**src/hdl/hygro_pkg.sv**
```systemverilog
/*
 * HDC1080 hygrometer protocol definitions
 * sequencer states, the 16-bit register word with its byte view,
 * sensor register pointers and bus framing constants
 */
package hygro_pkg;

   // sequencer states, byte states are each followed by their ack slot
   typedef enum logic [4:0] {
      ST_IDLE,
      ST_START,
      ST_SLAVE_ADDR_WR,
      ST_ACK1,
      ST_STOP,
      ST_HOLD,
      // configuration write
      ST_CONFIG_PTR,
      ST_ACK2,
      ST_CONFIG_HI,
      ST_ACK3,
      ST_CONFIG_LO,
      ST_ACK4,
      // measurement read
      ST_READ_PTR,
      ST_ACK5,
      ST_STOP_READING,
      ST_HOLD_READING,
      ST_START_READING,
      ST_SLAVE_ADDR_RD,
      ST_ACK6,
      ST_TEMP_HI,
      ST_ACK7,
      ST_TEMP_LO,
      ST_ACK8,
      ST_HUMID_HI,
      ST_ACK9,
      ST_HUMID_LO,
      ST_NO_ACK
   } hygro_state_t;

   // sensor register, seen whole or as two bytes in bus order
   typedef union packed {
      logic [15:0]     word;
      logic [0:1][7:0] bytes;   // bytes[0] is the msbyte, sent first
   } reg_word_t;

   // register pointers inside the sensor
   localparam logic [7:0] CONFIG_REG_PTR = 8'h02;
   localparam logic [7:0] TEMP_REG_PTR   = 8'h00;

   // data bits ahead of every ack slot
   localparam int BITS_PER_BYTE  = 8;
   // fast clocks per scl period
   localparam int PHASES_PER_BIT = 4;

endpackage

```
**src/hdl/i2c_bit_phase.sv**
```systemverilog
/*
 * I2C bit phase source
 * divides each SCL period into four phases of the fast clock and gives
 * the SCL level, an update strobe a quarter period after SCL falls and
 * a sample strobe while SCL is high
 */
`timescale 1ns/1ps

module i2c_bit_phase (
   input  logic s_i2c_clk_4x,
   input  logic i_reset,
   output logic o_scl_level,
   output logic o_update_ce,
   output logic o_sample_ce
);

   localparam int PH_W = $clog2(hygro_pkg::PHASES_PER_BIT);
   // last phase of a period
   localparam logic [PH_W-1:0] PH_LAST = PH_W'(hygro_pkg::PHASES_PER_BIT - 1);
   // first phase with scl high, also the sample point
   localparam logic [PH_W-1:0] PH_HIGH = PH_W'(hygro_pkg::PHASES_PER_BIT / 2);

   logic [PH_W-1:0] phase;
   logic [PH_W-1:0] phase_nx;

   // free running phase, wraps once per scl period
   assign phase_nx = (phase == PH_LAST) ? '0 : phase + 1'b1;

   // strobes decoded from the next phase so they line up with the counter
   always_ff @(posedge s_i2c_clk_4x) begin
      if (i_reset) begin
         phase       <= '0;
         o_scl_level <= 1'b0;
         o_update_ce <= 1'b1;
         o_sample_ce <= 1'b0;
      end else begin
         phase       <= phase_nx;
         // scl low for the first half of the period
         o_scl_level <= (phase_nx >= PH_HIGH);
         // phase 0, scl has just fallen
         o_update_ce <= (phase_nx == '0);
         // phase 2, scl has just risen
         o_sample_ce <= (phase_nx == PH_HIGH);
      end
   end

endmodule

```
**src/hdl/hygro_sequencer.sv**
```systemverilog
/*
 * HDC1080 transaction sequencer
 * walks the START, address, pointer, data and STOP sequence of a config
 * write or a measurement read, one state step per SCL period, and
 * drives SCL and SDA; tells the capture unit when a read bit is on SDA
 */
`timescale 1ns/1ps

module hygro_sequencer #(
   parameter logic [6:0] I2C_ADDR         = 7'h40,
   parameter int         HOLD_BIT_PERIODS = 2000
) (
   input  logic        s_i2c_clk_4x,
   input  logic        i_reset,
   input  logic        i_update_ce,
   input  logic        i_sample_ce,
   input  logic        i_scl_level,
   input  logic        i_wr,
   input  logic        i_rd,
   input  logic [15:0] i_config,
   output logic        o_scl,
   output logic        o_sda_o,
   output logic        o_sda_t,
   output logic        o_rx_bit,
   output logic        o_rx_humid,
   output logic        o_rx_last
);

   localparam int CNT_W = $clog2(hygro_pkg::BITS_PER_BYTE);
   localparam logic [CNT_W-1:0] LAST_BIT = CNT_W'(hygro_pkg::BITS_PER_BYTE - 1);
   localparam int HOLD_W = $clog2(HOLD_BIT_PERIODS + 1);
   localparam logic [HOLD_W-1:0] HOLD_LAST = HOLD_W'(HOLD_BIT_PERIODS - 1);
   // address byte with the r/w bit appended
   localparam logic [7:0] ADDR_WR = {I2C_ADDR, 1'b0};
   localparam logic [7:0] ADDR_RD = {I2C_ADDR, 1'b1};

   hygro_pkg::hygro_state_t state;
   hygro_pkg::hygro_state_t byte_next;
   hygro_pkg::reg_word_t    config_q;
   logic [CNT_W-1:0]        bit_cnt;
   logic [HOLD_W-1:0]       hold_cnt;
   logic [7:0]              tx_byte;
   logic                    tx_state;
   logic                    rx_state;
   logic                    last_bit;

   assign last_bit = (bit_cnt == LAST_BIT);

   // byte states: what goes out, and which ack slot follows
   always_comb begin
      tx_byte   = 8'h00;
      byte_next = state;
      tx_state  = 1'b0;
      rx_state  = 1'b0;
      case (state)
         hygro_pkg::ST_SLAVE_ADDR_WR: begin
            tx_byte   = ADDR_WR;
            byte_next = hygro_pkg::ST_ACK1;
            tx_state  = 1'b1;
         end
         hygro_pkg::ST_CONFIG_PTR: begin
            tx_byte   = hygro_pkg::CONFIG_REG_PTR;
            byte_next = hygro_pkg::ST_ACK2;
            tx_state  = 1'b1;
         end
         hygro_pkg::ST_CONFIG_HI: begin
            tx_byte   = config_q.bytes[0];
            byte_next = hygro_pkg::ST_ACK3;
            tx_state  = 1'b1;
         end
         hygro_pkg::ST_CONFIG_LO: begin
            tx_byte   = config_q.bytes[1];
            byte_next = hygro_pkg::ST_ACK4;
            tx_state  = 1'b1;
         end
         hygro_pkg::ST_READ_PTR: begin
            tx_byte   = hygro_pkg::TEMP_REG_PTR;
            byte_next = hygro_pkg::ST_ACK5;
            tx_state  = 1'b1;
         end
         hygro_pkg::ST_SLAVE_ADDR_RD: begin
            tx_byte   = ADDR_RD;
            byte_next = hygro_pkg::ST_ACK6;
            tx_state  = 1'b1;
         end
         hygro_pkg::ST_TEMP_HI: begin
            byte_next = hygro_pkg::ST_ACK7;
            rx_state  = 1'b1;
         end
         hygro_pkg::ST_TEMP_LO: begin
            byte_next = hygro_pkg::ST_ACK8;
            rx_state  = 1'b1;
         end
         hygro_pkg::ST_HUMID_HI: begin
            byte_next = hygro_pkg::ST_ACK9;
            rx_state  = 1'b1;
         end
         hygro_pkg::ST_HUMID_LO: begin
            byte_next = hygro_pkg::ST_NO_ACK;
            rx_state  = 1'b1;
         end
         default: begin
            byte_next = state;
         end
      endcase
   end

   // state, bit and hold counters step once per scl period
   always_ff @(posedge s_i2c_clk_4x) begin
      if (i_reset) begin
         state    <= hygro_pkg::ST_IDLE;
         bit_cnt  <= '0;
         hold_cnt <= '0;
      end else if (i_update_ce) begin
         if (tx_state || rx_state) begin
            // msb first, ack slot after the last bit
            if (last_bit) begin
               bit_cnt <= '0;
               state   <= byte_next;
            end else begin
               bit_cnt <= bit_cnt + 1'b1;
            end
         end else begin
            case (state)
               hygro_pkg::ST_IDLE:
                  if (i_wr || i_rd) state <= hygro_pkg::ST_START;
               hygro_pkg::ST_START:
                  state <= hygro_pkg::ST_SLAVE_ADDR_WR;
               // write wins when both strobes are up
               hygro_pkg::ST_ACK1:
                  state <= i_wr ? hygro_pkg::ST_CONFIG_PTR : hygro_pkg::ST_READ_PTR;
               hygro_pkg::ST_ACK2:
                  state <= hygro_pkg::ST_CONFIG_HI;
               hygro_pkg::ST_ACK3:
                  state <= hygro_pkg::ST_CONFIG_LO;
               hygro_pkg::ST_ACK4:
                  state <= hygro_pkg::ST_STOP;
               hygro_pkg::ST_STOP:
                  state <= hygro_pkg::ST_HOLD;
               // wait for the host to drop both strobes
               hygro_pkg::ST_HOLD:
                  if (!i_wr && !i_rd) state <= hygro_pkg::ST_IDLE;
               hygro_pkg::ST_ACK5: begin
                  hold_cnt <= '0;
                  state    <= hygro_pkg::ST_STOP_READING;
               end
               hygro_pkg::ST_STOP_READING:
                  state <= hygro_pkg::ST_HOLD_READING;
               // sensor converts while the bus sits idle
               hygro_pkg::ST_HOLD_READING:
                  if (hold_cnt == HOLD_LAST) begin
                     state <= hygro_pkg::ST_START_READING;
                  end else begin
                     hold_cnt <= hold_cnt + 1'b1;
                  end
               hygro_pkg::ST_START_READING:
                  state <= hygro_pkg::ST_SLAVE_ADDR_RD;
               hygro_pkg::ST_ACK6:
                  state <= hygro_pkg::ST_TEMP_HI;
               hygro_pkg::ST_ACK7:
                  state <= hygro_pkg::ST_TEMP_LO;
               hygro_pkg::ST_ACK8:
                  state <= hygro_pkg::ST_HUMID_HI;
               hygro_pkg::ST_ACK9:
                  state <= hygro_pkg::ST_HUMID_LO;
               hygro_pkg::ST_NO_ACK:
                  state <= hygro_pkg::ST_STOP;
               default:
                  state <= hygro_pkg::ST_IDLE;
            endcase
         end
      end
   end

   // config word taken in the first ack slot of a write
   always_ff @(posedge s_i2c_clk_4x) begin
      if (i_update_ce && (state == hygro_pkg::ST_ACK1) && i_wr) begin
         config_q.word <= i_config;
      end
   end

   // bus drive, a state spans scl phases 1, 2, 3 and 0
   always_comb begin
      o_scl   = i_scl_level;
      o_sda_o = 1'b0;
      o_sda_t = 1'b1;
      case (state)
         hygro_pkg::ST_IDLE, hygro_pkg::ST_HOLD, hygro_pkg::ST_HOLD_READING: begin
            o_scl   = 1'b1;
            o_sda_o = 1'b1;
            o_sda_t = 1'b0;
         end
         // sda falls with scl high, scl drops in the last phase
         hygro_pkg::ST_START, hygro_pkg::ST_START_READING: begin
            o_scl   = ~i_update_ce;
            o_sda_t = 1'b0;
         end
         // sda low under a low scl, then scl rises and stays up
         hygro_pkg::ST_STOP, hygro_pkg::ST_STOP_READING: begin
            o_scl   = i_scl_level | i_update_ce;
            o_sda_t = 1'b0;
         end
         // master ack after temp and first humid byte
         hygro_pkg::ST_ACK7, hygro_pkg::ST_ACK8, hygro_pkg::ST_ACK9: begin
            o_sda_t = 1'b0;
         end
         // nack ends the read burst
         hygro_pkg::ST_NO_ACK: begin
            o_sda_o = 1'b1;
            o_sda_t = 1'b0;
         end
         default: begin
            if (tx_state) begin
               o_sda_o = tx_byte[LAST_BIT - bit_cnt];
               o_sda_t = 1'b0;
            end
            // slave ack slots and read bits stay released
         end
      endcase
   end

   // read bit strobe for the capture unit, mid scl high
   assign o_rx_bit   = rx_state & i_sample_ce;
   assign o_rx_humid = (state == hygro_pkg::ST_HUMID_HI) || (state == hygro_pkg::ST_HUMID_LO);
   assign o_rx_last  = (state == hygro_pkg::ST_HUMID_LO) && last_bit;

endmodule

```
**src/hdl/hygro_data_capture.sv**
```systemverilog
/*
 * HDC1080 measurement capture
 * shifts read bits MSB first into the temperature or humidity word
 * and pulses valid once the last humidity bit is in
 */
`timescale 1ns/1ps

module hygro_data_capture (
   input  logic        s_i2c_clk_4x,
   input  logic        i_reset,
   input  logic        i_sda_in,
   input  logic        i_rx_bit,
   input  logic        i_rx_humid,
   input  logic        i_rx_last,
   output logic [15:0] o_temp,
   output logic [15:0] o_humid,
   output logic        o_valid
);

   hygro_pkg::reg_word_t temp_q;
   hygro_pkg::reg_word_t humid_q;

   // one bit in at the low byte, msb of low byte carries into high byte
   function automatic hygro_pkg::reg_word_t shift_in(input hygro_pkg::reg_word_t w,
                                                     input logic b);
      hygro_pkg::reg_word_t r;
      r.bytes[0] = {w.bytes[0][6:0], w.bytes[1][7]};
      r.bytes[1] = {w.bytes[1][6:0], b};
      return r;
   endfunction

   always_ff @(posedge s_i2c_clk_4x) begin
      if (i_reset) begin
         temp_q.word  <= 16'h0000;
         humid_q.word <= 16'h0000;
         o_valid      <= 1'b0;
      end else begin
         // valid lands one clock after the final sample
         o_valid <= i_rx_bit & i_rx_last;
         if (i_rx_bit) begin
            if (i_rx_humid) begin
               humid_q <= shift_in(humid_q, i_sda_in);
            end else begin
               temp_q <= shift_in(temp_q, i_sda_in);
            end
         end
      end
   end

   assign o_temp  = temp_q.word;
   assign o_humid = humid_q.word;

endmodule

```
**src/hdl/pmod_hygro_i2c.sv**
```systemverilog
/*
 * PMOD HYGRO I2C master, single sensor on the bus
 * writes the HDC1080 configuration register on a write strobe and reads
 * temperature and humidity on a read strobe, all in the 4x SCL clock
 */
`timescale 1ns/1ps

module pmod_hygro_i2c #(
   parameter logic [6:0] I2C_ADDR         = 7'h40,
   parameter int         HOLD_BIT_PERIODS = 2000
) (
   input  logic        s_i2c_clk_4x,
   input  logic        i_reset,
   input  logic        i_wr,
   input  logic        i_rd,
   input  logic [15:0] i_config,
   input  logic        i_sda,
   output logic        o_scl,
   output logic        o_sda_o,
   output logic        o_sda_t,
   output logic [15:0] o_temp,
   output logic [15:0] o_humid,
   output logic        o_valid
);

   // phase source to sequencer
   logic scl_level;
   logic update_ce;
   logic sample_ce;
   // sequencer to capture
   logic rx_bit;
   logic rx_humid;
   logic rx_last;

   i2c_bit_phase u_bit_phase (
      .s_i2c_clk_4x (s_i2c_clk_4x),
      .i_reset      (i_reset),
      .o_scl_level  (scl_level),
      .o_update_ce  (update_ce),
      .o_sample_ce  (sample_ce)
   );

   hygro_sequencer #(
      .I2C_ADDR         (I2C_ADDR),
      .HOLD_BIT_PERIODS (HOLD_BIT_PERIODS)
   ) u_sequencer (
      .s_i2c_clk_4x (s_i2c_clk_4x),
      .i_reset      (i_reset),
      .i_update_ce  (update_ce),
      .i_sample_ce  (sample_ce),
      .i_scl_level  (scl_level),
      .i_wr         (i_wr),
      .i_rd         (i_rd),
      .i_config     (i_config),
      .o_scl        (o_scl),
      .o_sda_o      (o_sda_o),
      .o_sda_t      (o_sda_t),
      .o_rx_bit     (rx_bit),
      .o_rx_humid   (rx_humid),
      .o_rx_last    (rx_last)
   );

   hygro_data_capture u_capture (
      .s_i2c_clk_4x (s_i2c_clk_4x),
      .i_reset      (i_reset),
      .i_sda_in     (i_sda),
      .i_rx_bit     (rx_bit),
      .i_rx_humid   (rx_humid),
      .i_rx_last    (rx_last),
      .o_temp       (o_temp),
      .o_humid      (o_humid),
      .o_valid      (o_valid)
   );

endmodule

```
**config.mk**
```make
export PLATFORM = sky130hd
export DESIGN_NAME = pmod_hygro_i2c
export DESIGN_NICKNAME = d
export VERILOG_FILES = /design/src/hdl/hygro_pkg.sv /design/src/hdl/i2c_bit_phase.sv /design/src/hdl/hygro_sequencer.sv /design/src/hdl/hygro_data_capture.sv /design/src/hdl/pmod_hygro_i2c.sv
export SDC_FILE = /design/constraint.sdc
export NUM_CORES = 1
export LEC_CHECK = 0
export BUFFER_PORTS_ARGS = -buffer_cell sky130_fd_sc_hd__buf_4
export CORE_UTILIZATION = 45
export DETAILED_ROUTE_END_ITERATION = 12
export GPL_TIMING_DRIVEN = 0
export PLACE_DENSITY = 0.65
export SLEW_MARGIN = 0
export SYNTH_ARGS = -nofsm -noshare
export SYNTH_HDL_FRONTEND = slang
export SYNTH_SLANG_ARGS = --single-unit
```
**constraint.sdc**
```tcl
create_clock -name s_i2c_clk_4x -period 6.1 [get_ports s_i2c_clk_4x]
set_input_delay 0.61 -clock s_i2c_clk_4x [delete_from_list [all_inputs] [get_ports s_i2c_clk_4x]]
set_output_delay 0.61 -clock s_i2c_clk_4x [all_outputs]
set_load 0.005 [all_outputs]
```
==> run_results.csv <==
group,metric,value,unit
setup_path,crit_required,5.49,ns
setup_path,ff2ff_path_depth,4,
clock_network,h-tree-depth,3,
clock_network,ctsRootBufferMaster,"clkbuf_8",
setup_path,cp.depth,7,
floorplan,floorplan.die_area,7900,um2
timing,final_hold_viol_count,0,
cells_and_area,fillers,688,
hold_path,holdCritPathClass,"input port to register",
grt,globalRouteOverflowTotal,0,
timing,tightest_slew,0.915,ns
logic_synthesis,yosysWarnings,0,
logic_synthesis,ys_ff_latch,72,
setup_path,startpoint_type,"register",
timing,max_slew_margin,38.5,%
setup_path,worstPathMaxFanout,10,
detailed_routing,vias_per_cell,5.31,
logic_synthesis,syn_nets,376,
cells_and_area,synthToLayoutAreaGrowth,22.0,%
clock_network,hold_buffers,0,
clock_network,cts_tree,"yes",
status,status,"completed",
cells_and_area,drive_gt1_share,21.8,%
clock_network,cts_buffers,9,
floorplan,initial_core_util,46.6,%
floorplan,die_height,88.9,um
place,dp_hpwl,5.21,mm
place,place_inst,505,
timing,final-setup-viol-count,0,
timing,clock.fmax,0.331,GHz
logic_synthesis,synth.avg_cell_area,9.73,um2
clock_network,clock_path_buffers,2,
detailed_routing,remaining_drc_errors,0,
detailed_routing,wl_per_cell,14.0,um
logic_synthesis,syn_inst,349,
grt,grt_usage,19.3,%
setup_path,worstPathCellList,"buf_4 -> nor2b_1 -> nand3_1 -> o31ai_1 -> a311oi_1 -> o31ai_1 -> buf_4",
pwr,worst_ir_drop_vdd,0.154,mV
cells_and_area,ff_latch_area,1600,um2
timing,setup_tns,0,ns
logic_synthesis,synth_edf_count,16,
floorplan,core,7290,um2
place,portBuffers,56,
hold_path,worst_hold_path.num_cells,1,
cells_and_area,stdcell_count,521,
grt,first_global_vias,2498,
timing,rsz0062_at_grt,"false",
clock_network,insertion_delay,0.35,ns
logic_synthesis,synth_top_area_share,33.0,%
logic_synthesis,synth_top_area_cell,"dfxtp_1",
clock_network,clk_pin_slew,0.08,ns
setup_path,worst_path_max_delay_cell,"dfxtp_1",
place,place_ws,3.48,ns
pwr,power.leakage,1.54,nW
setup_path,worst-path-buf-inv,2,
setup_path,worstSetupEndpointType,"primary output",
logic_synthesis,synthFlopType,"dfxtp_1",
logic_synthesis,synth-seq-area-share,47.1,%
timing,drv_slew,0,
timing,fin_crit,3.02,ns
clock_network,ctsResizeCount,0,
detailed_routing,vias,2765,
floorplan,pin_count,57,
grt,antenna_found_initial,0,
grt,grt_max_degree,14,
logic_synthesis,async_flop_share,0,%
logic_synthesis,ys_top_cells_by_area,"dfxtp_1, edfxtp_1, mux2i_1",
cells_and_area,nets,444,
setup_path,critPathMaxStageDelay,0.52,ns
setup_path,critical_path_class,"register to primary output",
pwr,p_per_area,231,nW/um2
floorplan,die_w,88.9,um
grt,grt_pass1_wl,11.5,mm
detailed_routing,dr.pass1.iters,4,
timing,period_share,49.5,%
timing,setup_ws,3.08,ns
place,finalWeightedCongestion,0.865,
clock_network,post_cts_buffers,0,
cells_and_area,multi_input_area,1670,um2
logic_synthesis,yosysUniqueCellTypes,59,
detailed_routing,first_iter_violations,103,
detailed_routing,wirelength,7.28,mm
setup_path,crit_family,"compound AO/OA/AOI/OAI gates",
logic_synthesis,synth_area,3400,um2
detailed_routing,ant_nets,0,
floorplan,rows,31,
run,drv_cap,0,
setup_path,worstPathArrival,2.41,ns
timing,fin_worst_skew,0.00938,ns
cells_and_area,antenna_cells,0,
clock_network,clock-sinks,72,
worst register-to-register path, stage by stage, from the launching register on:
cell and delay [ns]:
dfxtp_1 0.37, buf_4 0.20, clkbuf_1 0.25, nor4_2 0.87
buf_4 0.32
cells in the mapped netlist, types with 3 or more instances:
cell / count
inv_1: 7
nand2_1: 23
a31oi_1: 3
nor2b_1: 4
and2_1: 3
or3_1: 4
mux2i_1: 37
ha_1: 6
a21oi_1: 14
xnor2_1: 3
edfxtp_1: 16
nor2_1: 54
nor4b_1: 4
o31ai_1: 3
xor2_1: 7
and3_1: 3
buf_4: 3
clkbuf_1: 10
nand2b_1: 5
nor3_1: 5
dfxtp_1: 56
nand4_1: 9
a311oi_1: 3
nand3_1: 13
o21ai_0: 8
layout make-up:
cell class | count | area share (%)
timing repair buffer | 57 | 10.3
inverter | 7 | 0.634
multi-input combinational | 250 | 40.3
clock inverter | 5 | 1.39
buffer | 20 | 2.54
clock buffer | 11 | 3.17
tap | 99 | 2.99
sequential | 72 | 38.6
through the flow:
stage               area, um2  hold slack, ns  util, %  power [mW]
global placement         3940           0.454     54.0       0.599
detailed placement       3960           0.479     54.2       0.599
global route             4140           0.405     56.8       0.998
CTS                      4140           0.412     56.8       0.970
finish                   4140           0.431     56.8       0.957
floorplan                3400           0.448        -       0.567
routing by layer:
metal	track usage, %	share of wire [%]	up-vias
li1	-	-	1385
met1	23.0	45	1298
met2	31.8	48	69
met3	7.09	5.4	13
met4	7.62	1.5	0
met5	0	0	-
path summary, 6_finish.rpt:
kind	from	end	slack [ns]
setup / recovery	u_sequencer.state[3]$_SDFFE_PP0P_	o_sda_o	3.08
hold / removal	i_config[12]	u_sequencer.config_q[12]$_DFFE_PP_	0.43
setup reg to reg	u_sequencer.state[4]$_SDFFE_PP0P_	u_sequencer.config_q[5]$_DFFE_PP_	3.79
hold reg to reg	u_sequencer.hold_cnt[1]$_SDFFE_PP0P_	u_sequencer.hold_cnt[1]$_SDFFE_PP0P_	0.48
logic make-up after synthesis:
group,synth area share [%]
AOI/OAI and AO/OA,11.4
xor gates and xnor gates,2.58
adders and majority gates,2.21
buffers and inverters,3.87
DFF,47.1
muxes,11.2
and+or+nand+nor,21.5
power by group:
group	switching (mW)	internal, mW
clock	0.179	0.189
sequential	0.00530	0.492
combinational	0.0522	0.0394
layout by cell type, fill, tap and decap left out, drive strengths merged, types with 2 or more instances in the layout:
cell type | netlist | layout
o31ai | 3 | 3
nand4b | 2 | 2
nor3b | 2 | 2
nor3 | 7 | 7
or3 | 4 | 4
nand2 | 24 | 24
and3 | 3 | 3
edfxtp | 16 | 16
a211oi | 2 | 2
ha | 6 | 6
nand4 | 9 | 9
o32ai | 2 | 2
nor2b | 4 | 4
o21ai | 11 | 11
xor2 | 7 | 7
clkinv | 0 | 2
clkbuf | 11 | 22
nor2 | 55 | 55
nand2b | 5 | 5
nand3 | 13 | 13
and2 | 3 | 3
or4 | 2 | 2
dfxtp | 56 | 56
a31oi | 3 | 3
nor4b | 4 | 4
a311oi | 3 | 3
nor4 | 2 | 2
or2 | 2 | 2
a21oi | 15 | 15
xnor2 | 3 | 3
buf | 9 | 66
mux2i | 37 | 37
inv | 7 | 8
state kept, by name (all words and copies together) (netlist names):
register / flops
u_bit_phase.phase: 2
u_sequencer.config_q: 16
u_sequencer.state: 5
u_capture.o_humid: 16
u_bit_phase.o_sample_ce: 1
u_bit_phase.o_update_ce: 1
u_sequencer.hold_cnt: 11
u_capture.o_temp: 16
u_sequencer.bit_cnt: 3
u_capture.o_valid: 1
No activity file was read; power rests on OpenSTA's default activity.
